[src/rtl/key_debounce.sv]
`timescale 1ns/1ps

module key_debounce #(
  parameter int DEBOUNCE_CYCLES = 16  // Stable cycles per edge
) (
  input  logic clk,
  input  logic rst,
  input  logic button,       // Raw push button
  output logic palette_sel   // Toggles per clean press
);

  localparam int CNT_W = $clog2(DEBOUNCE_CYCLES + 1);

  typedef logic [CNT_W-1:0] cnt_t;
  localparam cnt_t CNT_LAST = cnt_t'(DEBOUNCE_CYCLES - 1);

  typedef enum logic {IDLE, PRESSED} state_t;

  logic   btn_s1;
  logic   btn_s2;
  logic   level;  // Input matches the edge the FSM waits for
  state_t state;
  cnt_t   cnt;

  // Two-flop synchroniser
  always_ff @(posedge clk) begin
    if (rst) begin
      btn_s1 <= 1'b0;
      btn_s2 <= 1'b0;
    end else begin
      btn_s1 <= button;
      btn_s2 <= btn_s1;
    end
  end

  assign level = (state == IDLE) ? btn_s2 : ~btn_s2;

  always_ff @(posedge clk) begin
    if (rst) begin
      state       <= IDLE;
      cnt         <= '0;
      palette_sel <= 1'b0;  // Green after reset
    end else if (!level) begin
      cnt <= '0;            // Bounce restarts the count
    end else if (cnt == CNT_LAST) begin
      cnt <= '0;
      case (state)
        IDLE: begin
          state       <= PRESSED;
          palette_sel <= ~palette_sel;
        end
        default: state <= IDLE;  // Release held long enough
      endcase
    end else begin
      cnt <= cnt + 1'b1;
    end
  end

endmodule

[config.mk]
export PLATFORM = sky130hd
export DESIGN_NAME = key_debounce
export DESIGN_NICKNAME = d
export VERILOG_FILES = /design/src/rtl/key_debounce.sv
export SDC_FILE = /design/constraint.sdc
export NUM_CORES = 1
export LEC_CHECK = 0
export BUFFER_PORTS_ARGS = -buffer_cell sky130_fd_sc_hd__buf_2
export CAP_MARGIN = 15
export CORE_AREA = 4 4 41 43
export CTS_CLUSTER_SIZE = 28
export DETAILED_ROUTE_END_ITERATION = 6
export DIE_AREA = 0 0 45 47
export GPL_ROUTABILITY_DRIVEN = 0
export PLACE_DENSITY = 0.43
export SYNTH_ARGS = -nofsm -noshare
export SYNTH_HDL_FRONTEND = slang
export SYNTH_SLANG_ARGS = --single-unit
[constraint.sdc]
create_clock -name clk -period 1.55 [get_ports clk]
set_input_delay 0.2325 -clock clk [delete_from_list [all_inputs] [get_ports clk]]
set_output_delay 0.2325 -clock clk [all_outputs]
set_load 0.1 [all_outputs]
==> Yosys cells after proc, flatten, opt, wreduce, memory -nomap -nowiden <==
Cells that the tools add are included.
{ "classes": {"eq_ne": 1, "muxes": 2, "reduce_logical": 3, "n_addsub": 1, "bitwise": 4} }
{ "ops": {"columns": ["operator", "count"], "rows": [
  ["$add A5 B1 Y5 const B", 1],
  ["$eq A5 B4 Y1 const B", 1],
  ["$not A1 Y1", 4],
  ["$reduce_and A3 Y1", 1],
  ["$reduce_or A3 Y1", 1],
  ["$mux W1", 2],
  ["$reduce_and A2 Y1", 1]
]} }
{ "word_totals": {"output_inout_bits": 1, "word_cells": 16, "regBits": 9, "in_bits": 3} }

==> Depth between registers and ports, before layout <==
Gate-level depths: netlist of the first run.
{ "logic_depth": {"word_depth": 4, "ltp_mapped": 6, "depth_no_buf": 6} }

==> Least setup slack after synthesis of the first run <==
OpenSTA, ideal clock, no wires.
{ "synth_timing": {"kind": "register to register", "start": "register cnt[0]", "end": "register cnt[2]", "required_time_ns": 1.486, "period_less_slack_ns": 1.431, "slack_ns": 0.119, "t_arrival_ns": 1.367, "setup_ns": 0.064, "n_path_buf": 0, "stages_incl_launch_ff": 6, "cell_sequence": "dfxtp_1 -> ha_1 -> and3_1 -> ha_1 -> or3_4 -> nor2_1"} }
{ "synth_via": {"elab_chain_len": 2, "word_cells_on_any_way": 3, "classes_between": "add/sub (1); eq/ne (1); reduce/logical (1)"} }
{ "synth_lines": {"columns": ["element", "line_no", "rtl"], "rows": [
  ["start: declaration", "23", "cnt_t cnt;"],
  ["start signal: assignment", "55", "cnt <= cnt + 1'b1;"],
  ["parallel branches: the longest is 2 deep, another holds $add A5 B1 Y5", null, null]
]} }
Parallel ways; which one is timed is not known.
A chain may end at the register's enable or synchronous reset.

==> Worst setup path in the final report of the first run <==
{ "layout_timing": {"start": "register cnt[0]", "end": "register cnt[3]"} }
Same word-level chain as after synthesis.

==> results by group, run 1 <==
Routing
  • Detailed-route DRC error count: 0
  • Final ANT Viol Nets: 0
  • Drt via density: 4.09
  • Routed len/inst: 8.84 µm
  • Initial detailed-routing violation count: 0
  • Via Count: 225
  • Drt total wl: 486 µm
  • Drt pass-1 iters: 1

Worst setup path
  • RR Startpoint: cnt[0]$_SDFF_PP0_
  • Worst Setup SP: cnt[0]$_SDFF_PP0_
  • Required @ worst endpoint: 1.75 ns
  • CP Class: reg2reg
  • Critical Path Start Type: flip-flop
  • Path depth of the worst reg2reg path: 5
  • Crit path DAT: 1.66 ns
  • CP Max Fanout: 5
  • R2R setup slack: 0.08 ns
  • Crit. End Element: flip-flop
  • R2R Path End: cnt[3]$_SDFF_PP0_

Synthesis
  • Seq/Total Area, Yosys: 0.537
  • Cells after Synth: 33
  • Netlist Area Pre-Place: 335 µm²
  • Avg Cell Area, Syn: 10.2 µm²
  • Synth unique cells: 11
  • Flops & latches, synth: 9
  • Synth warn: 0
  • Syn nets: 39

Clocking
  • Setup Buffers After CTS: 0
  • Clk slew on worst S/H paths: 0.06 ns
  • CTS sink cnt: 9
  • Num CTS Buffers: 3
  • Hold Buf Count CTS: 0
  • CTS tree: built
  • H-tree Lvls: 1
  • Clk_lat worst skew: 0.25 ns
  • CTS Buffer Depth: 2
  • CTS Root Cell: clkbuf_4

Timing
  • Slew Viols, Final: 0
  • Rel. slew slack: 0.679
  • Setup TNS: 0 ns
  • Clock Skews: 0.00177 ns
  • # setup viols final: 0
  • FMAX: 681 MHz
  • Unrepaired setup endpoints after global routing: false
  • Hold Vio Cnt, Final: 0
  • Fin crit period: 1.47 ns
  • Worst-Margin Slew: 0.485 ns
  • Fin crit share: 0.947

Global routing
  • Routing usage on met2: 0.110
  • Initial antenna violation count: 0
  • GRT Total Usage: 0.0705
  • Vias in the first global route: 246
  • GRT Residual Overflow: 0
  • Grt peak-use layer: met2
  • Largest net degree at the start of global routing: 6
  • GR Util met3: 0.0345
  • First-pass GRT wire length: 952 µm
  • GRT met1 Usage: 0.0596

Min path
  • Hold wc startpoint: button
  • Hold crit path type: in2reg
  • Hold depth: 2
  • Worst Hold End: btn_s1$_SDFF_PP0_

Finish
  • Area Growth Syn to Fin: 19.4%
  • Final non-filler cell total: 55
  • FILL cells: 151
  • N_diodes: 0
  • Ratio of cells with drive above 1 in the final layout: 0.225
  • # nets final: 47
  • Area of the multi-input gates: 149 µm²
  • Register area: 180 µm²

Power
  • Static Leak: 0.156 nW
  • Worst IR Drop VDD: 0.346 mV
  • Power per Cell Area: 1050 mW/mm²
  • Power Total: 0.421 mW

Placement
  • DP HPWL: 378 µm
  • Buffers on Ports: 3
  • Placed Cells incl. Taps: 51

Floorplan
  • Row Count: 13
  • I/O pin total: 4
  • Initial core utilization: 0.258
  • DIE HEIGHT: 47 µm
  • Die X: 45 µm
  • Total core area: 0.00130 mm²
  • Die area: 0.00212 mm²

Job
  • Max-Cap Viols: 0

Status
  • Status: completed
## kinds of logic (layout without fill, tap and decap cells)
| family | after synthesis | in the layout | share of synthesized area |
|---|---|---|---|
| buffers and inverters | 3 | 10 | 0.0336 |
| and+or+nand+nor | 14 | 14 | 0.213 |
| DFF | 9 | 9 | 0.537 |
| xor gates and xnor gates | 4 | 4 | 0.104 |
| adders and majority gates | 3 | 3 | 0.112 |
## per-layer routing
| layer | routed length, µm | vias up | share of wire |
|---|---|---|---|
| met5 | 0 | - | 0 |
| met4 | 18 | 0 | 0.037 |
| met3 | 28 | 4 | 0.058 |
| met2 | 250 | 4 | 0.51 |
| met1 | 189 | 101 | 0.39 |
| li1 | - | 116 | - |
## state kept, by name (all words and copies together) (netlist names)
register     count
state            1
btn_s1           1
palette_sel      1
btn_s2           1
cnt              5
## synth_stat cells
cell type / number / area (µm²)
or3_4: 1 / 11.3
and3_1: 1 / 6.26
xor2_1: 2 / 17.5
nor2b_1: 3 / 18.8
nand3_1: 1 / 5.00
nor2_1: 7 / 26.3
nand2_1: 1 / 3.75
dfxtp_1: 9 / 180
ha_1: 3 / 37.5
inv_1: 3 / 11.3
xnor2_1: 2 / 17.5
## final cells by class
type                       count  area share
sequential                     9       0.450
multi-input combinational     21       0.372
clock buffer                   4      0.0656
tap                           15      0.0469
timing repair buffer           3      0.0375
inverter                       3      0.0281
## power by group
part | internal [mW] | switching, mW
clock | 0.0989 | 0.0764
sequential | 0.235 | 0.00117
combinational | 0.00525 | 0.00462
## layout by cell type (no fill, tap or decap)
master,Yosys,final
and3_1,1,1
buf_2,0,3
clkbuf_1,0,1
clkbuf_4,0,3
dfxtp_1,9,9
ha_1,3,2
ha_2,0,1
inv_1,3,3
nand2_1,1,1
nand3_1,1,1
nor2_1,7,6
nor2_2,0,1
nor2b_1,3,3
or3_4,1,1
xnor2_1,2,2
xor2_1,2,2
## stage by stage
stage	worst slack, ns	util	hold WS, ns	instance area [µm²]
floorplan	0.119	-	0.304	335
global placement	0.0444	0.284	0.430	369
detailed placement	0.0272	0.284	0.437	369
CTS	0.0133	0.304	0.180	395
global route	0.00118	0.308	0.185	400
finish	0.0826	0.308	0.187	400
## worst max path at each step
stage	end	slack [ns]
final	cnt[3]$_SDFF_PP0_	0.08
after floorplan	cnt[2]$_SDFF_PP0_	0.12
after global placement	cnt[2]$_SDFF_PP0_	0.04
after CTS	cnt[4]$_SDFF_PP0_	0.01
after detailed placement	cnt[3]$_SDFF_PP0_	0.03
after global routing	cnt[0]$_SDFF_PP0_	0.001
## critical path, cell delays in order (launching register included)
cell and delay [ns]:
dfxtp_1 0.33, ha_2 0.20, and3_1 0.18, ha_1 0.20, or3_4 0.40, nor2_1 0.11
## what timing repair did
action / CTS / global route
endpoints found under the hold margin: 0 / 0
endpoints found under the setup margin: 0 / 5
gates resized for setup: 0 / 2
No activity file was read; power rests on OpenSTA's default activity.
==> run 2, diff against run 1 <==
--- a/config.mk
+++ b/config.mk
@@ -11,8 +11,8 @@
 export CTS_CLUSTER_SIZE = 28
 export DETAILED_ROUTE_END_ITERATION = 6
 export DIE_AREA = 0 0 45 47
-export GPL_ROUTABILITY_DRIVEN = 0
 export PLACE_DENSITY = 0.43
+export SETUP_SLACK_MARGIN = 0.1
 export SYNTH_ARGS = -nofsm -noshare
 export SYNTH_HDL_FRONTEND = slang
 export SYNTH_SLANG_ARGS = --single-unit
==> run 2 against run 1 <==
  * Clock-buffer cell count stayed put
  * Clock power is essentially flat
  * Clock skew up 0.00085 ns
  * Register-to-register slack improved by 0.05 ns
  * Power grew 0.14%
  * Final cell count grew 5.5%
  * Hold slack better by 0.00074 ns
  * Sequential power hardly changed
  * Design area up 14%
  * Critical endpoint is now cnt[0]$_SDFF_PP0_
==> results by group, run 2 (same netlist as run 1, synthesis figures left out) <==
Clocking
  • Clk slew on worst S/H paths: 0.06 ns (about the same)
  • H-tree Lvls: 1 (unchanged)
  • Clk_lat worst skew: 0.25 ns (about the same)
  • Num CTS Buffers: 3 (unchanged)
  • Hold Buf Count CTS: 0 (unchanged)
  • CTS Root Cell: clkbuf_4
  • CTS Buffer Depth: 2 (unchanged)
  • CTS sink cnt: 9 (unchanged)
  • CTS tree: built

Power
  • Flop pwr share: 0.557 (-0.003)
  • Worst IR Drop VDD: 0.346 mV (about the same)
  • Power per Cell Area: 920 mW/mm² (-12%)
  • Sw power: 0.0829 mW (+0.81%)
  • Static Leak: 0.171 nW (+9.6%)
  • Clk network pwr share: 0.416 (about the same)
  • Sw frac: 0.197 (+0.00131)
  • Logic pwr share: 0.027 (+0.004)
  • Internal power: 0.339 mW (about the same)

Timing
  • Fin crit share: 0.912 (-0.0352)
  • Hold Vio Cnt, Final: 0 (unchanged)
  • Rel. slew slack: 0.679 (about the same)
  • # setup viols final: 0 (unchanged)
  • Setup TNS: 0 ns (unchanged)
  • Clock Skews: 0.00262 ns (+0.000848 ns)
  • Unrepaired setup endpoints after global routing: true
  • Slew Viols, Final: 0 (unchanged)
  • Fin crit period: 1.41 ns (-0.0545 ns)
  • Worst-Margin Slew: 0.485 ns (-0.000000834 ns)
  • FMAX: 708 MHz (+3.9%)

Finish
  • Most frequent cells in the layout: dfxtp_1 (7), nor2_1 (5)
  • Ratio of cells with drive above 1 in the final layout: 0.395 (+0.170)
  • Max FFs per register: 5 (unchanged)
  • Top reg by flops: cnt
  • # nets final: 50 (+6.4%)
  • Leading cell type in the layout, fill and taps excluded: dfxtp_1
  • Area Growth Syn to Fin: 36.6%
  • Final non-filler cell total: 58 (+5.5%)
  • N_diodes: 0 (unchanged)

Floorplan
  • Die area: 0.00212 mm² (unchanged)
  • Die X: 45 µm (unchanged)
  • I/O pin total: 4 (unchanged)
  • Row Count: 13 (unchanged)
  • Initial core utilization: 0.258 (unchanged)
  • DIE HEIGHT: 47 µm (unchanged)
  • Total core area: 0.00130 mm² (unchanged)

Job
  • Max-Cap Viols: 0 (unchanged)

Global routing
  • GRT Total Usage: 0.0713 (+0.000792)
  • Initial antenna violation count: 0 (unchanged)
  • Vias in the first global route: 249 (+1.2%)
  • First-pass GRT wire length: 966 µm (+1.5%)
  • Largest net degree at the start of global routing: 6 (unchanged)
  • GRT Residual Overflow: 0 (unchanged)

Routing
  • Detailed-route DRC error count: 0 (unchanged)
  • Initial detailed-routing violation count: 1 (+1)
  • Drt pass-1 iters: 2 (+1)
  • Routed len/inst: 8.88 µm (+0.49%)
  • Drt via density: 3.91 (-4.3%)
  • Drt total wl: 515 µm (+6.0%)
  • Via Count: 227 (+0.89%)
  • Final ANT Viol Nets: 0 (unchanged)

Worst setup path
  • Crit. End Element: flip-flop
  • CP Class: reg2reg
  • CP Max Fanout: 5 (unchanged)
  • Required @ worst endpoint: 1.74 ns (about the same)
  • Critical Path Start Type: flip-flop
  • R2R setup slack: 0.14 ns (+0.05 ns)
  • Crit path DAT: 1.60 ns (-0.06 ns)

Placement
  • Final GP Congestion: 0.655
  • DP HPWL: 378 µm (unchanged)
  • Placed Cells incl. Taps: 51 (unchanged)
  • Buffers on Ports: 3 (unchanged)

Min path
  • Hold crit path type: in2reg

Status
  • Status: completed
==> run 2: cell type report <==
type / instances / area (µm²)
Timing Repair Buffer: 6 / 37.5
Tap cell: 15 / 18.8
Inverter: 3 / 11.3
Fill cell: 148 / 843
Sequential cell: 9 / 185
Clock buffer: 4 / 26.3
Multi-Input combinational cell: 21 / 179
==> run 2: power by group through the flow <==
stage               Sequential [mW]  Clock [mW]  Combinational (mW)
floorplan                     0.241           0             0.00515
global placement              0.241           0             0.00930
detailed placement            0.241           0             0.00990
CTS                           0.236       0.187              0.0103
global route                  0.235       0.200              0.0135
finish                        0.235       0.175              0.0116
==> run 2: what timing repair did <==
action | 4_1_cts | 5_1_grt
setup endpoints to repair | 5 | 6
resized for setup | 4 | 6
endpoints found under the hold margin | 0 | 0
setup buffers | 0 | 3
gates cloned | 0 | 0
pin swaps | 1 | 3
==> run 2: worst max-delay path, cell delays in order, from the launching register on <==
cell	delay, ns
dfxtp_4	0.35
ha_4	0.15
and3_4	0.18
ha_4	0.15
or3_4	0.41
nor2_2	0.11
==> run 2: metal layers <==
metal	up-vias	global-route usage	part of all wire
met5	-	0	0
met4	0	0.0877	0.019
met3	2	0.0345	0.049
met2	2	0.113	0.54
met1	101	0.0596	0.39
li1	122	-	-
==> run 2: path summary, 6_finish.rpt <==
kind,endpoint,from,cells after the start
min,btn_s1$_SDFF_PP0_,button,2
max,cnt[0]$_SDFF_PP0_,cnt[0]$_SDFF_PP0_,5
min reg2reg,btn_s2$_SDFF_PP0_,btn_s1$_SDFF_PP0_,1
max reg2reg,cnt[0]$_SDFF_PP0_,cnt[0]$_SDFF_PP0_,5
==> run 2: per-stage QoR <==
step	worst slack [ns]	hold slack [ns]	power, mW	instance area [µm²]	util
final	0.137	0.188	0.421	458	0.352
after CTS	0.104	0.180	0.434	404	0.311
after global placement	0.0444	0.430	0.250	369	0.284
after detailed placement	0.0272	0.437	0.251	369	0.284
after global routing	0.0888	0.184	0.448	458	0.352
after floorplan	0.119	0.304	0.246	335	-
