$ cat config.mk
export PLATFORM = sky130hd
export DESIGN_NAME = dvi_scanout
export DESIGN_NICKNAME = d
export VERILOG_FILES = /design/src/rtl/dvi_pkg.sv /design/src/rtl/gb_lcd_pkg.sv /design/src/rtl/dvi_scanout.sv
export SDC_FILE = /design/constraint.sdc
export NUM_CORES = 1
export LEC_CHECK = 0
export ABC_CLOCK_PERIOD_IN_PS = 2200
export BUFFER_PORTS_ARGS = -buffer_cell sky130_fd_sc_hd__buf_2
export CAP_MARGIN = 25
export CORE_UTILIZATION = 57
export DETAILED_ROUTE_END_ITERATION = 8
export PLACE_DENSITY_LB_ADDON = 0.3
export SYNTH_ARGS = -nofsm -noshare
export SYNTH_HDL_FRONTEND = slang
export SYNTH_SLANG_ARGS = --single-unit
$ cat constraint.sdc
create_clock -name clk -period 2.2 [get_ports clk]
set_input_delay 0.33 -clock clk [delete_from_list [all_inputs] [get_ports clk]]
set_output_delay 0.33 -clock clk [all_outputs]
set_load 0.01 [all_outputs]
$ cat src/rtl/dvi_pkg.sv
package dvi_pkg;

  // Horizontal timing in pixels
  localparam int H_ACTIVE = 360;
  localparam int H_FRONT  = 8;
  localparam int H_SYNC   = 16;
  localparam int H_BACK   = 16;
  localparam int H_TOTAL  = H_ACTIVE + H_FRONT + H_SYNC + H_BACK;  // 400

  // Vertical timing in lines
  localparam int V_ACTIVE = 300;
  localparam int V_FRONT  = 2;
  localparam int V_SYNC   = 4;
  localparam int V_BACK   = 4;
  localparam int V_TOTAL  = V_ACTIVE + V_FRONT + V_SYNC + V_BACK;  // 310

  typedef logic [8:0] hcount_t;
  typedef logic [8:0] vcount_t;
  typedef logic [7:0] color_t;

  typedef struct packed {
    color_t r;
    color_t g;
    color_t b;
  } rgb_t;

  typedef struct packed {
    logic hs;
    logic vs;
    logic de;   // Active video
    rgb_t rgb;
  } dvi_video_t;

  localparam rgb_t BORDER_RGB = '{r: 8'h20, g: 8'h20, b: 8'h40};  // Dark blue

  // Indexed by shade, lightest first
  localparam rgb_t PALETTE_GREEN [4] = '{
    '{r: 8'h9b, g: 8'hbc, b: 8'h0f},
    '{r: 8'h8b, g: 8'hac, b: 8'h0f},
    '{r: 8'h30, g: 8'h62, b: 8'h30},
    '{r: 8'h0f, g: 8'h38, b: 8'h0f}
  };

  localparam rgb_t PALETTE_GRAY [4] = '{
    '{r: 8'hff, g: 8'hff, b: 8'hff},
    '{r: 8'haa, g: 8'haa, b: 8'haa},
    '{r: 8'h55, g: 8'h55, b: 8'h55},
    '{r: 8'h00, g: 8'h00, b: 8'h00}
  };

endpackage

$ cat src/rtl/gb_lcd_pkg.sv
package gb_lcd_pkg;

  // LCD geometry
  localparam int LCD_W    = 160;
  localparam int LCD_H    = 144;
  localparam int FB_DEPTH = LCD_W * LCD_H;  // 23040 words

  typedef logic [1:0]  shade_t;    // 0 lightest, 3 darkest
  typedef logic [7:0]  lcd_x_t;    // Column
  typedef logic [7:0]  lcd_y_t;    // Row
  typedef logic [14:0] fb_addr_t;  // Row * 160 + column

  // Strobes and levels straight from the core
  typedef struct packed {
    logic   hs;     // Line end strobe
    logic   vs;     // Frame start strobe
    logic   cpl;    // Pixel latch
    logic   valid;  // Qualifies the latch
    shade_t pixel;
  } lcd_bus_t;

  // One buffer write
  typedef struct packed {
    logic     en;
    fb_addr_t addr;
    shade_t   data;
  } fb_write_t;

endpackage
$ cat src/rtl/dvi_scanout.sv
`timescale 1ns/1ps

module dvi_scanout import gb_lcd_pkg::*, dvi_pkg::*; #(
  parameter int SCALE = 2  // Pixel replication, 1 or 2
) (
  input  logic       clk,
  input  logic       rst,
  input  logic       palette_sel,  // 0 green, 1 gray
  input  shade_t     rd_data,
  output fb_addr_t   rd_addr,
  output dvi_video_t video
);

  // Image window inside the active area
  localparam int X_OFF = (H_ACTIVE - LCD_W * SCALE) / 2;  // 20 at SCALE 2
  localparam int X_END = X_OFF + LCD_W * SCALE;
  localparam int Y_OFF = (V_ACTIVE - LCD_H * SCALE) / 2;  // 6 at SCALE 2
  localparam int Y_END = Y_OFF + LCD_H * SCALE;
  localparam int SUB_W = (SCALE > 1) ? $clog2(SCALE) : 1;

  typedef logic [SUB_W-1:0] sub_t;
  localparam sub_t SUB_LAST = sub_t'(SCALE - 1);

  // Per-pixel timing flags, carried down the pipe
  typedef struct packed {
    logic hs;
    logic vs;
    logic de;
    logic win;  // Inside the image window
  } flags_t;

  hcount_t  hcnt;
  vcount_t  vcnt;
  logic     line_end;
  logic     win_h;
  logic     win_v;
  flags_t   f0;         // Counter stage
  flags_t   f1;         // Address stage
  flags_t   f2;         // Memory stage
  lcd_x_t   src_x;      // Buffer column
  sub_t     sub_x;      // Repeat count within a column
  sub_t     sub_y;      // Repeat count within a row
  fb_addr_t line_base;  // Buffer row * 160
  rgb_t     pix_rgb;

  //////////////////////////////////////////////////
  // Raster counters

  assign line_end = (hcnt == hcount_t'(H_TOTAL - 1));

  always_ff @(posedge clk) begin
    if (rst) begin
      hcnt <= '0;
      vcnt <= '0;
    end else if (line_end) begin
      hcnt <= '0;
      vcnt <= (vcnt == vcount_t'(V_TOTAL - 1)) ? '0 : vcnt + 1'b1;
    end else begin
      hcnt <= hcnt + 1'b1;
    end
  end

  assign win_h = (hcnt >= hcount_t'(X_OFF)) && (hcnt < hcount_t'(X_END));
  assign win_v = (vcnt >= vcount_t'(Y_OFF)) && (vcnt < vcount_t'(Y_END));

  always_comb begin
    f0.hs  = (hcnt >= hcount_t'(H_ACTIVE + H_FRONT)) &&
             (hcnt < hcount_t'(H_ACTIVE + H_FRONT + H_SYNC));
    f0.vs  = (vcnt >= vcount_t'(V_ACTIVE + V_FRONT)) &&
             (vcnt < vcount_t'(V_ACTIVE + V_FRONT + V_SYNC));
    f0.de  = (hcnt < hcount_t'(H_ACTIVE)) && (vcnt < vcount_t'(V_ACTIVE));
    f0.win = win_h && win_v;  // Window lies inside active area
  end

  //////////////////////////////////////////////////
  // Source position stepped instead of divided

  always_ff @(posedge clk) begin
    if (rst || !win_h) begin
      src_x <= '0;  // Parked at column 0 until the window opens
      sub_x <= '0;
    end else if (sub_x == SUB_LAST) begin
      sub_x <= '0;
      src_x <= src_x + 1'b1;
    end else begin
      sub_x <= sub_x + 1'b1;
    end
  end

  // Row steps once per SCALE lines at line end
  always_ff @(posedge clk) begin
    if (rst) begin
      line_base <= '0;
      sub_y     <= '0;
    end else if (line_end) begin
      if (!win_v) begin
        line_base <= '0;
        sub_y     <= '0;
      end else if (sub_y == SUB_LAST) begin
        sub_y     <= '0;
        line_base <= line_base + fb_addr_t'(LCD_W);
      end else begin
        sub_y <= sub_y + 1'b1;
      end
    end
  end

  //////////////////////////////////////////////////
  // Pipeline of address, memory read and output

  always_ff @(posedge clk) begin
    rd_addr <= f0.win ? line_base + fb_addr_t'(src_x) : '0;  // Stage 1
  end

  always_ff @(posedge clk) begin
    if (rst) begin
      f1 <= '0;
      f2 <= '0;
    end else begin
      f1 <= f0;
      f2 <= f1;  // Lines up with rd_data
    end
  end

  always_comb begin
    if (!f2.de) begin
      pix_rgb = '0;  // Blanking
    end else if (!f2.win) begin
      pix_rgb = BORDER_RGB;
    end else if (palette_sel) begin
      pix_rgb = PALETTE_GRAY[rd_data];
    end else begin
      pix_rgb = PALETTE_GREEN[rd_data];
    end
  end

  always_ff @(posedge clk) begin
    if (rst) begin
      video <= '0;
    end else begin
      video.hs  <= f2.hs;  // Stage 3
      video.vs  <= f2.vs;
      video.de  <= f2.de;
      video.rgb <= pix_rgb;
    end
  end

  // Sync pulse never overlaps active video at the output
  a_de_hs: assert property (@(posedge clk) disable iff (rst)
    !(video.de && video.hs));

  // Window reads stay within the buffer
  a_rd_range: assert property (@(posedge clk) disable iff (rst)
    f1.win |-> rd_addr < fb_addr_t'(FB_DEPTH));

endmodule

Word level (Yosys, flattened, before mapping)
Index checks and enable logic that the tools add are counted.
Storage, ports and cells
  bits of input ports: 5
  register bits after elaboration: 93
Operators by class
  $lt $le $gt $ge: 11
  add/sub/neg operators: 7
  bitwise gates (word level): 3
  muxes and demuxes: 13
  eq/ne operators: 3
  reductions and logical operators: 13
Operators by type and width (number)
  $mux 24: 5
  $bmux 24 s2: 2
  $lt 9x9->1 const B: 6
  $mux 15: 2
  $mux 22: 1
  $add 9x1->9 const B: 2
  $eq 9x9->1 const B: 2
  $ge 9x9->1 const B: 2
  $add 15x8->15: 1
  $add 15x8->15 const B: 1
  $ge 9x3->1 const B: 1
  $ge 9x5->1 const B: 1
  $mux 9: 1
  $add 8x1->8 const B: 1
  $logic_and 1x1->1: 6
  $reduce_or 2->1: 3
  $ge 3x3->1 const B: 1
  $not 2->3: 1
  $reduce_or 3->1: 1
  $add 1x1->1 const B: 2
  $mux 1: 2
  $ne 2x1->1 const B: 1
  $not 1->1: 2
  $reduce_and 2->1: 1
  other kinds (2): 2

Longest topological paths before layout
Gate-level depths: netlist of run 1.
  depth after elaboration: 6
  mapped depth: 7
  mapped depth without buffers: 6

Worst setup path after synthesis of run 1
Ideal clock, no wire load.
  path type: register to register
  start: register hcnt[0]
  end: register line_base[12]
  data arrival time: 1724 ps
  buffers on the path: 0
  cell stages (with the launch flop): 6
  setup time: 87 ps
  period minus slack after synthesis: 1811 ps
  path slack: 389 ps
  path through: dfxtp_1 ha_1 nand3_1 or3_4 or4_1 o31ai_1
On the way
  longest elaborated chain between the ends: 2
RTL lines
  from (decl): line dvi_scanout.sv:32  | hcount_t hcnt;
  from (signal assigned): line dvi_scanout.sv:59  | hcnt <= hcnt + 1'b1;
  $eq 9x9->1: line dvi_scanout.sv:49  | assign line_end = (hcnt == hcount_t'(H_TOTAL - 1));
  $reduce_and 2->1 (no source line)
  to (signal assigned): line dvi_scanout.sv:101  | line_base <= line_base + fb_addr_t'(LCD_W);
  to (decl): line dvi_scanout.sv:43  | fb_addr_t line_base;
Every way passes these cells.
A chain may end at the register's enable or synchronous reset.

Final worst setup path of run 1
  start: register hcnt[6]
  end: register line_base[12]
The elaborated chain is that of the path after synthesis.

==> out/results.ini, run 1 <==
[setup_path]
start_kind = flop
critPathRequiredTime_ps = 2470
crit_type = flop to flop
cp.arrival_ps = 2210
crit_fanout = 15
end_kind = flop

[layout]
area_growth_pct = 13.3
layoutNonFillerInstCount = 518
design_area_um2 = 3930
drive_gt1_share_pct = 17.6
diodes = 0
multi_input_area_um2 = 1650
fillers = 494
fin_nets = 456
register_area_um2 = 1560

[drt]
drt_iter0_markers = 86
post_drt_wl_per_cell_um = 13.2
vias = 2866
routed_wirelength_mm = 6.84
postRouteAntennaNets = 0
remaining_drc_errors = 0
firstDrtPassIters = 5
viasPerCell = 5.53

[placement]
dpl_cell_area_um2 = 3710
io_buffers = 46
dp_cells = 502
gp_congestion = 0.889
pre_cts_slack_ps = 291
hpwlAfterDp_mm = 4.68

[cts]
cts_inserted_buffers = 9
clk_latency_ps = 360
tritoncts = yes
clock_path_buffers = 2
cts_post_setup_buffers_inserted = 0
clkTransAtPathRegs_ps = 80
postCtsResizedCells = 0
cts-htree-levels = 3
root_buffer = clkbuf_8
cts_hold_buf = 0
cts.sinks = 78

[logic_synthesis]
synth_cell_types = 48
yosysTopAreaCell = dfxtp_1
synth_area_leaders = dfxtp_1 45%, xnor2_1 4.8%, ha_1 4.7%
synth_area_um2 = 3470
synth.most_common_cell = dfxtp_1
yosysWarnings = 0
synth_top_family_by_area = simple AND/OR/NAND/NOR gates
synth_fa_ha_area_share_pct = 4.69
synthMuxAreaShare_pct = 0.865
yosys.area_share.simple_pct = 26.0
syn_inst = 401
syn_area_per_cell_um2 = 8.65
synth_seq_cells = 78
syn-num-nets = 419
netlist_top_cells_count = 78 x dfxtp_1, 41 x nor2_1, 35 x nand2_1
synthFlopType = dfxtp_1
synth_edf_count = 0
synth_xor_area_share_pct = 5.30
ys_async_sr_fraction_pct = 0
ys_seq_area_share_pct = 45.0
synth_top_area_share_pct = 45.0
synth_compound_area_share_pct = 10.8

[timing]
fin_crit_ps = 1940
rsz0062_at_grt = false
finClkSkew_ps = 8.93
holdWs_ps = 192
worst_pin_slew_ps = 587
max_slew_margin_pct = 60.4
hold_violations = 0
min_period_over_period_pct = 88.0
slew_viol_final = 0
fin_tns_setup_ps = 0
layout_setup_ws_ps = 263
max_freq_ghz = 0.516
setup_violations = 0

[status]
status = finished clean

[power_and_ir_drop]
ir_worst_vdd_mv = 0.473
leakagePower_nw = 1.47
p_comb_share_pct = 2.4
pwr-share-clk_pct = 44.4
swShare_pct = 22.2
intPower_mw = 2.08
p_seq_share_pct = 53.2
p_sw_mw = 0.595
powerDensity_nw_per_um2 = 681

[job]
cap_violations = 0

[die]
dieArea_um2 = 6400
core_um2 = 5890
die-width_um = 80.0
rows = 28
start_util_pct = 58.9
io_pins = 47
dieHeight_um = 80.0

[global_route]
grt_first_pass_wirelength_mm = 11.4
grt_max_degree = 21
grt_usage_pct = 22.8
grt-ovfl-total = 0
antenna_found_initial = 0
grt_pass1_vias = 2572

[min_path]
hold_class = input pin to flop

-- power by group through the flow --
stage	Sequential, mW	Combinational (mW)	Clock (mW)
2_1_floorplan	1.46	0.0424	0
3_3_place_gp	1.46	0.0629	0
3_5_place_dp	1.46	0.0651	0
4_1_cts	1.42	0.0650	1.21
5_1_grt	1.43	0.0742	1.25
6_report	1.42	0.0644	1.19
-- cells in the final DEF (no fill, tap or decap), types with 5 or more instances in the layout --
master    count
and2_1        5
nor2b_1      11
buf_4        11
clkbuf_8      9
o21ai_0       5
a211oi_1      5
buf_2        46
xnor2_1      19
nor3_1       21
ha_1         13
dfxtp_1      78
inv_1        22
o22ai_1       5
a31oi_1       7
nor4_1        5
nand3_1      13
nand4_1      22
nand2_1      35
a21oi_1      17
nor2_1       41
-- final timing paths --
check	from	slack, ps	to	depth (start not counted)
worst max-delay path	hcnt[6]	260	line_base[12]	4
worst min-delay path	rd_data[0]	190	video[20]	2
worst max register to register	hcnt[6]	260	line_base[12]	4
worst min register to register	f2[3]	430	video[26]	1
-- per-stage QoR --
step	total power [mW]	utilization [%]
floorplan	1.50	-
CTS	2.70	66.8
detailed placement	1.52	63.1
global route	2.75	66.8
finish	2.68	66.8
global placement	1.52	63.1
-- critical path, cell delays in order, from the launching register on --
cell and delay [ps]:
dfxtp_1 380, nand4bb_4 270, or3_4 480, or4_1 530, o31ai_1 200
-- metal layers --
| layer | track usage (%) | share of wire [%] | up-vias |
|---|---|---|---|
| met4 | 11.8 | 1.6 | 0 |
| met1 | 29.6 | 48 | 1327 |
| met5 | 0 | 0 | - |
| li1 | - | - | 1462 |
| met2 | 36.1 | 45 | 67 |
| met3 | 4.11 | 5.0 | 10 |
-- flip-flops by register name, summed over array words and instances, names as in the netlist, 4 cells and up --
signal	flops
video	17
line_base	10
f1	4
f2	4
hcnt	9
rd_addr	15
src_x	8
vcnt	9
-- cell type report --
class / count / share of cell area, %
well taps: 75 / 2.39
multi-input cells: 268 / 42.1
clock inverters: 7 / 2.45
inverters: 24 / 2.29
repair buffers: 57 / 7.95
clock buffers: 9 / 3.15
flip-flops and latches: 78 / 39.7
-- cells by family (layout without fill, tap and decap cells) --
family / after synthesis / in the layout
simple gates: 174 / 174
mux: 3 / 3
flops: 78 / 78
fa+ha+maj: 13 / 13
compound gates: 57 / 57
buf+inv: 55 / 97
xor+xnor: 21 / 21
Note: power is estimated with default switching activity, not from simulation.
==> run 2: changes to the inputs <==
--- a/config.mk
+++ b/config.mk
@@ -10,6 +10,7 @@
 export CAP_MARGIN = 25
 export CORE_UTILIZATION = 57
 export DETAILED_ROUTE_END_ITERATION = 8
+export MAX_ROUTING_LAYER = met4
 export PLACE_DENSITY_LB_ADDON = 0.3
 export SYNTH_ARGS = -nofsm -noshare
 export SYNTH_HDL_FRONTEND = slang
==> out/results.ini, run 2 (synthesis gave the netlist of run 1 again) <==
[die]
die-width_um = 80.0
io_pins = 47
start_util_pct = 58.9
core_um2 = 5890
rows = 28
dieHeight_um = 80.0
dieArea_um2 = 6400

[timing]
slew_viol_final = 0
fin_crit_ps = 1940
setup_violations = 0
rsz0062_at_grt = false
finClkSkew_ps = 9.38
max_freq_ghz = 0.516
worst_pin_slew_ps = 587
hold_violations = 0
max_slew_margin_pct = 60.4
fin_tns_setup_ps = 0
min_period_over_period_pct = 88.1
holdWs_ps = 190

[global_route]
grt_first_pass_wirelength_mm = 11.3
grt_pass1_vias = 2575
grt-ovfl-total = 0
antenna_found_initial = 0
grt_usage_pct = 23.4
grt_max_degree = 21

[layout]
drive_gt1_share_pct = 17.6
fillers = 494
top_register = video
diodes = 0
layout_common_cells = 78 x dfxtp_1, 46 x buf_2, 41 x nor2_1
final_common_cell = dfxtp_1
post-route-util_pct = 66.8
largest_reg_flops = 17
area_growth_pct = 13.3
fin_nets = 456
reg_top3 = video x17, rd_addr x15, line_base x10

[placement]
hpwlAfterDp_mm = 4.68
io_buffers = 46
gp_congestion = 0.904

[power_and_ir_drop]
ir_worst_vdd_mv = 0.473
powerDensity_nw_per_um2 = 681
leakagePower_nw = 1.47

[drt]
remaining_drc_errors = 0
vias = 2866
postRouteAntennaNets = 0
drt_iter0_markers = 96
viasPerCell = 5.53
firstDrtPassIters = 4
post_drt_wl_per_cell_um = 13.1
routed_wirelength_mm = 6.81

[job]
cap_violations = 0

[cts]
cts.sinks = 78
cts_inserted_buffers = 9
clkTransAtPathRegs_ps = 90
clk_latency_ps = 360
clock_path_buffers = 2
tritoncts = yes
cts_hold_buf = 0
root_buffer = clkbuf_8
postCtsResizedCells = 0
cts_post_setup_buffers_inserted = 0
cts-htree-levels = 3

[setup_path]
critPathRequiredTime_ps = 2470
slowest_stage = or4_1
crit_path_cell_trace = nand4bb_4, or3_4, or4_1, o31ai_1
crit_fanout = 15
cpPeakStageDelay_ps = 530
start_kind = flop
r2r_setup_slack_ps = 260
end_kind = flop
crit_type = flop to flop
cp.arrival_ps = 2200

[min_path]
hold_class = input pin to flop

[status]
status = finished clean

run 2: per-stage QoR:
stage	setup WS, ps	instances	power (mW)	instance area [um2]
floorplan	389	401	1.50	3470
detailed placement	291	502	1.52	3710
global placement	322	502	1.52	3710
finish	262	518	2.68	3930
CTS	263	518	2.70	3930
global route	113	518	2.75	3930
run 2: worst paths after layout:
kind	start	end	cells after the start
worst max-delay path	hcnt[6]	line_base[12]	4
worst min register to register	f2[3]	video[26]	1
worst max register to register	hcnt[6]	line_base[12]	4
worst min-delay path	rd_data[0]	video[20]	2
run 2: metal layers:
layer  global-route usage, %  vias up  share of wire [%]  wire [um]
li1                        -     1462                  -          -
met1                    29.5     1327                 47       3210
met2                    36.1       67                 46       3140
met3                    4.11       10                4.9        333
met4                    11.8        0                1.8        122
met5                       -        -                  0          0
run 2: critical path, delay by kind of cell, from the launching register on:
kind / cells / cell delay (ps)
flops: 1 / 380
compound gates: 1 / 200
simple gates: 3 / 1280
run 2: final cells by class:
class	count	area, um2	area share, %
inverters	24	90.1	2.29
clock inverters	7	96.3	2.45
repair buffers	57	313	7.95
flip-flops and latches	78	1560	39.7
well taps	75	93.8	2.39
multi-input cells	268	1650	42.1
clock buffers	9	124	3.15
run 2: report_power, final:
group / internal, mW / leakage, nW / total, mW / switching, mW
clock: 0.642 / 0.114 / 1.19 / 0.544
sequential: 1.42 / 0.630 / 1.42 / 0.00509
combinational: 0.0222 / 0.731 / 0.0645 / 0.0423
total: 2.08 / 1.47 / 2.68 / 0.592
