**config.mk**
```make
export PLATFORM = sky130hd
export DESIGN_NAME = lcd_capture
export DESIGN_NICKNAME = d
export VERILOG_FILES = /design/src/rtl/gb_lcd_pkg.sv /design/src/rtl/lcd_capture.sv
export SDC_FILE = /design/constraint.sdc
export NUM_CORES = 1
export LEC_CHECK = 0
export ABC_CLOCK_PERIOD_IN_PS = 2470
export CELL_PAD_IN_SITES_DETAIL_PLACEMENT = 1
export CELL_PAD_IN_SITES_GLOBAL_PLACEMENT = 1
export CORE_AREA = 2 2 66 68
export DETAILED_ROUTE_END_ITERATION = 16
export DIE_AREA = 0 0 68 70
export DONT_BUFFER_PORTS = 1
export PLACE_DENSITY_LB_ADDON = 0.1
export SYNTH_ARGS = -nofsm -noshare
export SYNTH_HDL_FRONTEND = slang
export SYNTH_SLANG_ARGS = --single-unit
```
**constraint.sdc**
```tcl
create_clock -name clk -period 2.47 [get_ports clk]
set_input_delay 0.494 -clock clk [delete_from_list [all_inputs] [get_ports clk]]
set_output_delay 0.494 -clock clk [all_outputs]
set_load 0.005 [all_outputs]
```
**src/rtl/gb_lcd_pkg.sv**
```systemverilog
package gb_lcd_pkg;

  // LCD geometry
  localparam int LCD_W    = 160;
  localparam int LCD_H    = 144;
  localparam int FB_DEPTH = LCD_W * LCD_H;  // 23040 words

  typedef logic [1:0]  shade_t;    // 0 lightest, 3 darkest
  typedef logic [7:0]  lcd_x_t;    // Column
  typedef logic [7:0]  lcd_y_t;    // Row
  typedef logic [14:0] fb_addr_t;  // Row * 160 + column

  // Strobes and levels straight from the core
  typedef struct packed {
    logic   hs;     // Line end strobe
    logic   vs;     // Frame start strobe
    logic   cpl;    // Pixel latch
    logic   valid;  // Qualifies the latch
    shade_t pixel;
  } lcd_bus_t;

  // One buffer write
  typedef struct packed {
    logic     en;
    fb_addr_t addr;
    shade_t   data;
  } fb_write_t;

endpackage
```
**src/rtl/lcd_capture.sv**
```systemverilog
`timescale 1ns/1ps

module lcd_capture import gb_lcd_pkg::*; (
  input  logic      clk,
  input  logic      rst,
  input  lcd_bus_t  lcd,   // From emulator core
  output fb_write_t wr     // To frame buffer
);

  //////////////////////////////////////////////////
  // Input register and edge detect

  lcd_bus_t lcd_q;  // Sampled bus
  lcd_bus_t lcd_d;  // Sample one cycle older
  logic     vs_rise;
  logic     hs_rise;
  logic     cpl_rise;

  always_ff @(posedge clk) begin
    if (rst) begin
      lcd_q <= '0;
      lcd_d <= '0;
    end else begin
      lcd_q <= lcd;
      lcd_d <= lcd_q;
    end
  end

  assign vs_rise  = lcd_q.vs & ~lcd_d.vs;
  assign hs_rise  = lcd_q.hs & ~lcd_d.hs;
  assign cpl_rise = lcd_q.cpl & ~lcd_d.cpl;

  //////////////////////////////////////////////////
  // Position tracking

  lcd_x_t   x;         // Next column to write
  lcd_y_t   y;         // Current row
  logic     in_range;
  fb_addr_t addr;

  assign in_range = (x < lcd_x_t'(LCD_W)) && (y < lcd_y_t'(LCD_H));
  assign addr     = fb_addr_t'(y) * fb_addr_t'(LCD_W) + fb_addr_t'(x);  // Row-major

  // vs beats hs, hs beats cpl
  always_ff @(posedge clk) begin
    if (rst || vs_rise) begin
      x <= '0;
      y <= '0;
    end else if (hs_rise) begin
      x <= '0;
      if (y != '1) begin
        y <= y + 1'b1;  // Saturate past the last row
      end
    end else if (cpl_rise && lcd_q.valid) begin
      if (x != '1) begin
        x <= x + 1'b1;  // Extra pulses pile up at the end
      end
    end
  end

  //////////////////////////////////////////////////
  // Write register with a one-cycle pulse

  always_ff @(posedge clk) begin
    wr.addr <= addr;
    wr.data <= lcd_q.pixel;
    if (rst) begin
      wr.en <= 1'b0;
    end else begin
      wr.en <= cpl_rise & lcd_q.valid & in_range & ~vs_rise & ~hs_rise;
    end
  end

  // Writes land inside the 160x144 buffer
  a_addr_range: assert property (@(posedge clk) disable iff (rst)
    wr.en |-> wr.addr < fb_addr_t'(FB_DEPTH));

  // Column behind each write was still inside the line
  a_col_range: assert property (@(posedge clk) disable iff (rst)
    wr.en |-> $past(x) < lcd_x_t'(LCD_W));

endmodule

```
Yosys cells after proc, flatten, opt, wreduce, memory -nomap -nowiden:

Cells that the tools add are included.

* add/subtract/negate cells: 3
* multiply operators: 1
* divide/modulo/power cells: 0
* order comparisons: 2
* eq/ne operators: 2
* shift-type cells: 0
* multiplexer cells: 0
* bitwise logic cells: 12
* reductions and logical operators: 6

Operators with widths (number)
* adder 8 x 1 -> 8 bit (second input constant): 2
* less-than comparator 8 bit (second input constant): 2
* != test 8 bit (second input constant): 2
* adder 15 x 8 -> 15 bit: 1
* multiplier 8 x 3 -> 10 bit (second input constant): 1
* AND 1 bit: 7
* inverter 1 bit: 5
* AND reduction 2 bit: 2
* logical AND 1 bit: 2
* OR reduction 2 bit: 1
* logical OR 1 bit: 1

* bits in registers: 43
* bits in latches: 0
* RAM bits: 0
* bits in read-only memories: 0
* input bits: 8
* output and inout bits: 18
* word-level logic and storage cells: 39
* memories kept: 0

Depth between registers and ports, before layout:

Gate-level depths: netlist of the first run.

* word-level depth: 6
* depth in mapped cells: 8
* depth with buffers taken out: 8

Worst setup path after synthesis of the first run:

No wires, ideal clock.

* path type: register -> register
* from: reg y[3]
* to: reg wr[16] in the netlist's numbering
* library setup time: 0.121 ns
* arrival: 2.141 ns
* data required time: 2.349 ns
* slack: 0.208 ns
* stages on the path, launching flop included: 9
* path through: dfxtp_1 ha_1 ha_1 fa_1 a211oi_1 nor2_1 xor2_1 nand4_2 xnor2_1

* word-level cells in the longest chain between the ends: 2

RTL lines
* start, declared: line lcd_capture.sv:37 `lcd_y_t y;`
* start signal, assigned: line lcd_capture.sv:52 `y <= y + 1'b1;`
* multiplier 8 x 3 -> 10 bit: line lcd_capture.sv:42 `assign addr = fb_addr_t'(y) * fb_addr_t'(LCD_W) + fb_addr_t'(x);`
* adder 15 x 8 -> 15 bit: line lcd_capture.sv:42
* net addr[14]: line lcd_capture.sv:39 `fb_addr_t addr;`
* end, declared: line lcd_capture.sv:7 `output fb_write_t wr`

The timed path passes the listed nets, and every way through them passes these cells.
A chain may end at the register's enable or synchronous reset.

Worst setup path in the final report of the first run:

* from: reg y[2]
* to: reg wr[15] in the netlist's numbering

The elaborated chain is that of the path after synthesis.

==> results.yml, run 1 <==
clock_network:
  cts_tree: "built"
  path_clk_slew_ns: 0.09
  clock-root-buffer: "clkbuf_8"
  cts-resized-gates: 0
  holdBufCountCts: 0
  cts_buffers: 5
  clock_path_buffers: 2
  clock_latency_ns: 0.31
  htreeDepth: 2
  post_cts_buffers: 0
  cts_sinks: 43
logic_synthesis:
  ys_seq_elements: 43
  syn_inst: 184
  synth_cell_types: 36
  syn_area_per_cell_um2: 10.3
  seq_area_frac_synth_pct: 45.6
  syn_area_um2: 1890
  yosys_warnings: 0
  synth_nets: 211
global_routing:
  grt_use_total_pct: 17.3
  grt_pass1_wl_mm: 6.19
  antenna_found_initial: 0
  grt_max_degree: 16
  grt_pass1_vias: 1368
  gr-total-overflow: 0
final_layout:
  ff_latch_area_um2: 861
  stdcell_area_um2: 2070
  multi_input_area_um2: 997
  fin_nets: 220
  nFillCells: 459
  layout-drive-gt1-share_pct: 9.28
  fin_util_pct: 50.0
  syn_to_final_growth_pct: 9.88
  n_antenna_cell: 0
setup_path:
  r2r_cells: 7
  start_kind: "flip-flop"
  required_ns: 2.66
  reg2reg_to: "wr[15]"
  worstPathCellList: "ha_1 > fa_1 > a211oi_1 > nor2_1 > xor2_2 > nand3_1 > xnor2_1"
  path_delay_family: "adder cells"
  path_buf_inv: 0
  slowest_delay_ns: 0.47
  crit_slowest_cell: "dfxtp_1"
  r2r-start: "y[2]"
  cp.arrival_ns: 2.47
  path_max_fanout: 7
  end_kind: "flip-flop"
  criticalPathCategory: "flip-flop to flip-flop"
  rrSetupSlack_ns: 0.19
placement:
  hpwl_mm: 2.64
  globalplace.congestion: 0.750
  port_buffers: 0
  place_area_um2: 1970
pwr:
  irDropWorstVdd_mv: 0.284
  finalPower_uw: 1200
  p_leak_uw: 0.000872
  power_density_nw_per_um2: 581
min_path:
  hold_class: "primary input to flip-flop"
  hold_end: "lcd_q[0]"
  hold_depth: 1
  min-delay-start: "rst"
die:
  start_util_pct: 45.5
  die_width_um: 68
  die_h_um: 70
  placementRows: 24
  floorplan.die_area_um2: 4760
  io_pins: 26
  core_um2: 4140
sta:
  setup_violations: 0
  min_period_ns: 2.28
  fmax_mhz: 439
  worst_pin_slew_ns: 0.469
  hold_viol_final: 0
  rsz0062_at_grt: "false"
  finalSetupTns_ns: 0
  period_share_pct: 92.1
  holdWs_ns: 0.242
  slew_headroom_pct: 68.8
  clock-skew-final_ns: 0.00640
  slew_violations: 0
status:
  status: "completed"
route:
  first_iter_violations: 24
  wire_per_inst_um: 14.0
  routed_via_density: 5.15
  wirelength_mm: 3.45
  drc: 0
  vias: 1266
  dr.pass1.iters: 4
  drtAntennaViolNets: 0
run:
  drv_cap: 0
[stage by stage]
step           std cells  worst slack [ns]
6_report             246             0.194
3_5_place_dp         238             0.113
4_1_cts              246            0.0863
2_1_floorplan        184             0.208
5_1_grt              246           0.00781
3_3_place_gp         238             0.176
[report_power, final]
group          switching (uW)  internal, uW  total (uW)
Clock                     258           202         460
Sequential               5.92           707         713
Combinational            18.2          14.3        32.5
Total                     282           923        1200
[cell families (layout without fill, tap and decap cells)]
| family | count (synthesis) | in the layout | synth area share [%] |
|---|---|---|---|
| buffers and inverters | 9 | 19 | 1.92 |
| and+or+nand+nor | 64 | 64 | 17.8 |
| DFF | 43 | 43 | 45.6 |
| muxes | 2 | 2 | 1.06 |
| AOI/OAI and AO/OA | 23 | 23 | 9.02 |
| xor gates and xnor gates | 24 | 24 | 11.1 |
| adders and majority gates | 19 | 19 | 13.4 |
[worst max-delay path by stage]
stage	startpoint	depth (start not counted)	slack [ns]	endpoint
2_1_floorplan	y[3]	8	0.21	wr[16]
3_5_place_dp	y[1]	8	0.11	wr[15]
4_1_cts	y[2]	7	0.09	wr[15]
5_1_grt	y[2]	7	0.008	wr[15]
3_3_place_gp	y[1]	8	0.18	wr[16]
6_report	y[2]	7	0.19	wr[15]
[synth_stat cells]
cell	count	area share, %
inv_1	7	1.4
o31a_1	1	0.46
nor2_1	25	5.0
a21oi_1	5	1.3
xor2_1	11	5.1
nand3b_1	1	0.40
nor3b_1	1	0.40
or3_1	1	0.33
buf_2	2	0.53
nand2b_1	2	0.66
nand3_1	4	1.1
nand4_2	1	0.66
o2111ai_1	1	0.46
nand4_1	3	0.99
nor4b_1	1	0.46
a41oi_1	1	0.46
a211oi_1	2	0.80
fa_1	2	2.1
a211o_1	1	0.46
ha_1	17	11
o21ai_0	5	1.3
nand2_1	9	1.8
o21ai_1	1	0.26
and3_1	2	0.66
a311oi_2	1	0.80
nor2b_1	10	3.3
dfxtp_1	43	46
a21o_1	2	0.80
a211oi_2	1	0.66
o2111ai_2	1	0.80
and3b_1	1	0.46
and4_1	2	0.93
o211ai_1	1	0.40
xnor2_1	13	6.0
mux2i_1	2	1.1
or4b_4	1	0.73
[state kept, by name (all words and copies together), names as in the netlist]
signal and count:
wr 18, x 8, y 8, lcd_q 6
lcd_d 3
[cells in the final DEF, fill, tap and decap left out, types with 3 or more instances in the layout]
cell type  Yosys  routed
nand2_1        9       9
nor2_1        25      25
nand4_1        3       3
xnor2_1       13      13
clkbuf_8       0       5
inv_1          7       7
nor2b_1       10      10
o21ai_0        5       5
ha_1          17      17
nand3_1        4       4
xor2_1        11      10
dfxtp_1       43      43
a21oi_1        5       5
buf_4          0       4
[metal layers]
metal  global-route usage, %  vias to the layer above  share of wire [%]
li1                        -                      646                  -
met1                    21.0                      590                 45
met2                    27.7                       25                 49
met3                    4.51                        5                4.4
met4                    8.67                        0                1.7
met5                       0                        -                  0
[cell type report]
cell class	count	area share (%)
multi-input combinational	132	48.1
sequential	43	41.5
clock buffer	5	3.32
tap	52	3.14
timing repair buffer	4	1.45
inverter	7	1.27
clock inverter	3	1.21
(Power assumes the default switching activity.)
==> run 2, diff against run 1 <==
--- a/config.mk
+++ b/config.mk
@@ -5,12 +5,13 @@
 export SDC_FILE = /design/constraint.sdc
 export NUM_CORES = 1
 export LEC_CHECK = 0
+export ABC_AREA = 1
 export ABC_CLOCK_PERIOD_IN_PS = 2470
 export CELL_PAD_IN_SITES_DETAIL_PLACEMENT = 1
 export CELL_PAD_IN_SITES_GLOBAL_PLACEMENT = 1
-export CORE_AREA = 2 2 66 68
+export CORE_AREA = 2 2 79 66
 export DETAILED_ROUTE_END_ITERATION = 16
-export DIE_AREA = 0 0 68 70
+export DIE_AREA = 0 0 81 68
 export DONT_BUFFER_PORTS = 1
 export PLACE_DENSITY_LB_ADDON = 0.1
 export SYNTH_ARGS = -nofsm -noshare
==> results.yml, run 2 <==
sta:
  min_period_ns: 2.28
  slew_violations: 0
  worst_pin_slew_ns: 0.290
  clock-skew-final_ns: 0.00508
  slew_headroom_pct: 80.6
  finalSetupTns_ns: 0
  period_share_pct: 92.2
  hold_viol_final: 0
  fmax_mhz: 439
  rsz0062_at_grt: "false"
  setup_violations: 0
global_routing:
  grt.busiest_layer: "met2"
  grt_pass1_vias: 1544
  gr-usage-met1_pct: 24.0
  grt_util_met3_pct: 4.22
  antenna_found_initial: 0
  grtUsageMet2_pct: 25.4
  grt_max_degree: 14
  gr-total-overflow: 0
  grt_use_total_pct: 16.9
  grt_pass1_wl_mm: 7.14
route:
  routed_via_density: 4.77
  first_iter_violations: 70
  vias: 1618
  drc: 0
  wire_per_inst_um: 12.4
  wirelength_mm: 4.19
  dr.pass1.iters: 4
  drtAntennaViolNets: 0
setup_path:
  end_kind: "flip-flop"
  path_max_fanout: 6
  slowest_delay_ns: 0.45
  start_kind: "flip-flop"
  cp_common_cell: "ha_1"
  crit_slowest_cell: "dfxtp_1"
  cp.arrival_ns: 2.46
  required_ns: 2.65
  criticalPathCategory: "flip-flop to flip-flop"
  worstPathCellList: "ha_1 > ha_1 > fa_1 > xor2_1 > nand2_2 > nor2_4 > nand3_1 > o21bai_1 > nand2_1"
clock_network:
  cts-resized-gates: 0
  cts_buffers: 5
  clock_latency_ns: 0.29
  holdBufCountCts: 0
  clock-root-buffer: "clkbuf_8"
  cts_tree: "built"
  clock_path_buffers: 2
  cts_sinks: 43
  post_cts_buffers: 0
  path_clk_slew_ns: 0.08
  htreeDepth: 2
die:
  core_um2: 4780
  start_util_pct: 43.2
  die_h_um: 68
  die_width_um: 81
  io_pins: 26
  placementRows: 23
  floorplan.die_area_um2: 5510
logic_synthesis:
  yosysMostFrequentCell: "nand2_1"
  synth_top_area_cell: "dfxtp_1"
  synth_top_area_share_pct: 41.7
  synthTopCellsByCount: "nand2_1 (63), dfxtp_1 (43), inv_1 (41), nand3_1 (23), nor2_1 (23)"
  synth_top_flop_cell: "dfxtp_1"
  ys_seq_elements: 43
  synth-edff-count: 0
  synth_nets: 297
  syn_area_per_cell_um2: 7.65
  seq_area_frac_synth_pct: 41.7
  yosys_warnings: 0
  synthTopCellsByArea: "dfxtp_1 (42%), nand2_1 (11%), ha_1 (10%), inv_1 (7.5%), nand3_1 (5.6%)"
  synth_cell_types: 23
  syn_area_um2: 2070
  syn_inst: 270
  async_flop_share_pct: 0
final_layout:
  multi_input_area_um2: 1040
  fin_nets: 303
  ff_latch_area_um2: 861
  largest-register: "wr"
  final_common_cell: "nand2_1"
  nFillCells: 624
  fin_util_pct: 47.5
  largest_register_ffs: 18
  syn_to_final_growth_pct: 9.93
  top_regs: "wr x18, x x8, y x8"
  layout-drive-gt1-share_pct: 6.50
  final_cell_mix: "nand2_1 (63), dfxtp_1 (43), inv_1 (41)"
  stdcell_count: 339
  n_antenna_cell: 0
placement:
  hpwl_mm: 3.22
  port_buffers: 0
  globalplace.congestion: 0.764
  place_inst: 331
pwr:
  irDropWorstVdd_mv: 0.444
  p_leak_uw: 0.00104
  power_density_nw_per_um2: 616
run:
  drv_cap: 0
status:
  status: "completed"
min_path:
  hold_class: "primary input to flip-flop"
==> run 2: cell types whose count changed in the layout (fill, tap and decap cells not counted), sizes merged, moves of 3 or more <==
cell,delta
a211oi,-3
inv,+36
nor3,+4
nand2,+58
buf,-4
xnor2,-10
nor2b,-10
xor2,-5
nand3,+20
a21oi,+14
==> run 2: critical path, delay by kind of cell, from the launching register on <==
| family | cells | cell delay [ns] |
|---|---|---|
| compound gates | 1 | 0.14 |
| xor+xnor | 1 | 0.22 |
| flops | 1 | 0.45 |
| simple gates | 4 | 0.41 |
| fa+ha+maj | 3 | 0.95 |
==> run 2: path summary, 6_finish.rpt <==
kind                               start       end  slack (ns)  depth (start not counted)
worst max-delay path                y[1]    wr[16]        0.19                          9
worst min-delay path                 rst  lcd_q[5]        0.26                          1
worst max register to register      y[1]    wr[16]        0.19                          9
worst min register to register  lcd_q[0]     wr[0]        0.33                          0
==> run 2: layer usage <==
metal  routed length (um)  share of wire, %  vias up
met5                    0                 0        -
met4                   42               1.0        0
met3                  112               2.7        5
met2                 1690                40       27
met1                 2340                56      719
li1                     -                 -      867
==> run 2: power breakdown <==
part / switching [uW] / total (uW) / internal, uW
clock: 236 / 640 / 404
combinational: 28.4 / 41.9 / 13.5
sequential: 9.01 / 717 / 708
total: 273 / 1400 / 1130
==> run 2: layout make-up <==
type | count | share of cell area, %
clock inverter | 2 | 2.64
sequential | 43 | 37.9
inverter | 43 | 7.11
tap | 62 | 3.42
multi-input combinational | 183 | 45.7
clock buffer | 6 | 3.20
==> run 2: cell families after synthesis <==
logic type | share of synthesized area (%)
simple gates | 27.4
buf+inv | 8.06
flops | 41.7
compound gates | 6.78
fa+ha+maj | 12.2
xor+xnor | 3.82
==> run 2: through the flow <==
stage	hold WS [ns]	setup slack, ns	instance area, um2	power, uW
6_report	0.261	0.193	2270	1400
5_1_grt	0.245	0.0129	2270	1460
4_1_cts	0.253	0.191	2270	1420
3_5_place_dp	0.318	0.200	2140	776
3_3_place_gp	0.311	0.295	2140	774
2_1_floorplan	0.310	0.407	2070	765
==> run 3, diff against run 2 <==
--- a/config.mk
+++ b/config.mk
@@ -5,13 +5,13 @@
 export SDC_FILE = /design/constraint.sdc
 export NUM_CORES = 1
 export LEC_CHECK = 0
-export ABC_AREA = 1
 export ABC_CLOCK_PERIOD_IN_PS = 2470
 export CELL_PAD_IN_SITES_DETAIL_PLACEMENT = 1
 export CELL_PAD_IN_SITES_GLOBAL_PLACEMENT = 1
-export CORE_AREA = 2 2 79 66
+export CORE_AREA = 2 2 101 83
+export CTS_BUF_LIST = sky130_fd_sc_hd__clkbuf_8
 export DETAILED_ROUTE_END_ITERATION = 16
-export DIE_AREA = 0 0 81 68
+export DIE_AREA = 0 0 103 85
 export DONT_BUFFER_PORTS = 1
 export PLACE_DENSITY_LB_ADDON = 0.1
 export SYNTH_ARGS = -nofsm -noshare
==> results.yml, run 3 (synthesis gave the netlist of run 1 again) <==
sta:
  worst_pin_slew_ns: 0.473
  clock-skew-final_ns: 0.00946
  period_share_pct: 93.7
  min_period_ns: 2.31
  slew_violations: 0
  fmax_mhz: 432
  setup_ws_ns: 0.156
  slew_headroom_pct: 68.5
  hold_viol_final: 0
  rsz0062_at_grt: "false"
  finalSetupTns_ns: 0
  setup_violations: 0
placement:
  globalplace.congestion: 0.692
  place_inst: 298
  dpl_worst_slack_ns: 0.0120
  place_area_um2: 2070
  port_buffers: 0
  hpwl_mm: 2.98
run:
  drv_cap: 0
route:
  dr.pass1.iters: 4
  first_iter_violations: 19
  drtAntennaViolNets: 0
  wl_met2_mm: 1.67
  highest_layer: "met4"
  routed-wl-met3_um: 183
  wirelength_mm: 3.78
  wl_met1_mm: 1.88
  drc: 0
  routed_via_density: 4.15
  wire_per_inst_um: 12.4
  vias: 1271
die:
  io_pins: 26
  start_util_pct: 24.3
  die_width_um: 103
  placementRows: 29
  floorplan.die_area_um2: 8760
  core_um2: 7760
  die_h_um: 85
final_layout:
  stdcell_area_um2: 2200
  final_cell_mix: "dfxtp_1 (43), nor2_1 (25), ha_1 (17)"
  layout-drive-gt1-share_pct: 11.1
  top_regs: "wr x18, x x8, y x8"
  fin_nets: 224
  largest-register: "wr"
  largest_register_ffs: 18
  syn_to_final_growth_pct: 16.4
  stdcell_count: 306
  n_antenna_cell: 0
  nFillCells: 908
  final_common_cell: "dfxtp_1"
setup_path:
  start_kind: "flip-flop"
  critical_path.startpoint: "y[1]"
  required_ns: 2.64
  r2r-start: "y[1]"
  rrSetupSlack_ns: 0.16
  end_kind: "flip-flop"
  cp.arrival_ns: 2.48
  reg2reg_to: "wr[15]"
  criticalPathCategory: "flip-flop to flip-flop"
  r2r_cells: 8
  path_max_fanout: 3
clock_network:
  cts-resized-gates: 1
  htreeDepth: 2
  clock_path_buffers: 2
  clock_latency_ns: 0.29
  path_clk_slew_ns: 0.08
  clock-root-buffer: "clkbuf_8"
  holdBufCountCts: 0
  cts_buffers: 5
  cts_tree: "built"
  cts_sinks: 43
  post_cts_buffers: 0
global_routing:
  grt_use_total_pct: 9.43
  antenna_found_initial: 0
  grt_max_degree: 14
  grt_pass1_vias: 1333
  grt_pass1_wl_mm: 6.33
  gr-total-overflow: 0
pwr:
  power_density_nw_per_um2: 597
  irDropWorstVdd_mv: 0.188
  p_leak_uw: 0.000911
min_path:
  min-delay-start: "rst"
  hold_depth: 1
  hold_class: "primary input to flip-flop"
  hold_end: "lcd_q[5]"
status:
  status: "completed"
run 3: cell type report:
| class | instances | area, um2 | area share [%] |
|---|---|---|---|
| Clock buffer | 6 | 82.6 | 3.76 |
| Clock inverter | 2 | 35.0 | 1.59 |
| Inverter | 7 | 26.3 | 1.20 |
| Multi-Input combinational cell | 132 | 997 | 45.4 |
| Sequential cell | 43 | 861 | 39.2 |
| Tap cell | 108 | 135 | 6.15 |
| Timing Repair Buffer | 8 | 60.1 | 2.73 |
run 3: worst max-delay path by stage:
stage                  end  slack, ns  depth (start not counted)
global route        wr[15]      0.002                          8
detailed placement  wr[15]       0.01                          8
CTS                 wr[15]       0.09                          8
finish              wr[15]       0.16                          8
global placement    wr[16]       0.15                          8
floorplan           wr[16]       0.21                          8
run 3: per-stage QoR:
| step | total power, uW | hold WS (ns) | utilization (%) |
|---|---|---|---|
| after floorplan | 753 | 0.310 | - |
| final | 1310 | 0.255 | 28.3 |
| after detailed placement | 763 | 0.314 | 26.7 |
| after global placement | 762 | 0.319 | 26.7 |
| after CTS | 1340 | 0.243 | 28.3 |
| after global routing | 1380 | 0.232 | 28.3 |
run 3: per-layer routing:
layer  global-route usage, %  vias to the layer above
met2                    14.4                       26
met5                       0                        -
li1                        -                      651
met1                    12.3                      587
met4                    3.23                        0
met3                    3.38                        7
run 3: power by group:
group          switching, uW  leakage (uW)  internal [uW]
clock network            239     0.0000612            327
registers               6.03      0.000350            707
logic                   18.3      0.000500           14.3
run 3: worst max-delay path, stage by stage, from the launching register on:
cell and delay [ns]:
dfxtp_1 0.32, ha_1 0.29, ha_1 0.24, fa_1 0.41, a211oi_1 0.31, nor2_1 0.12, xor2_2 0.22, nand3_1 0.13
xnor2_1 0.16
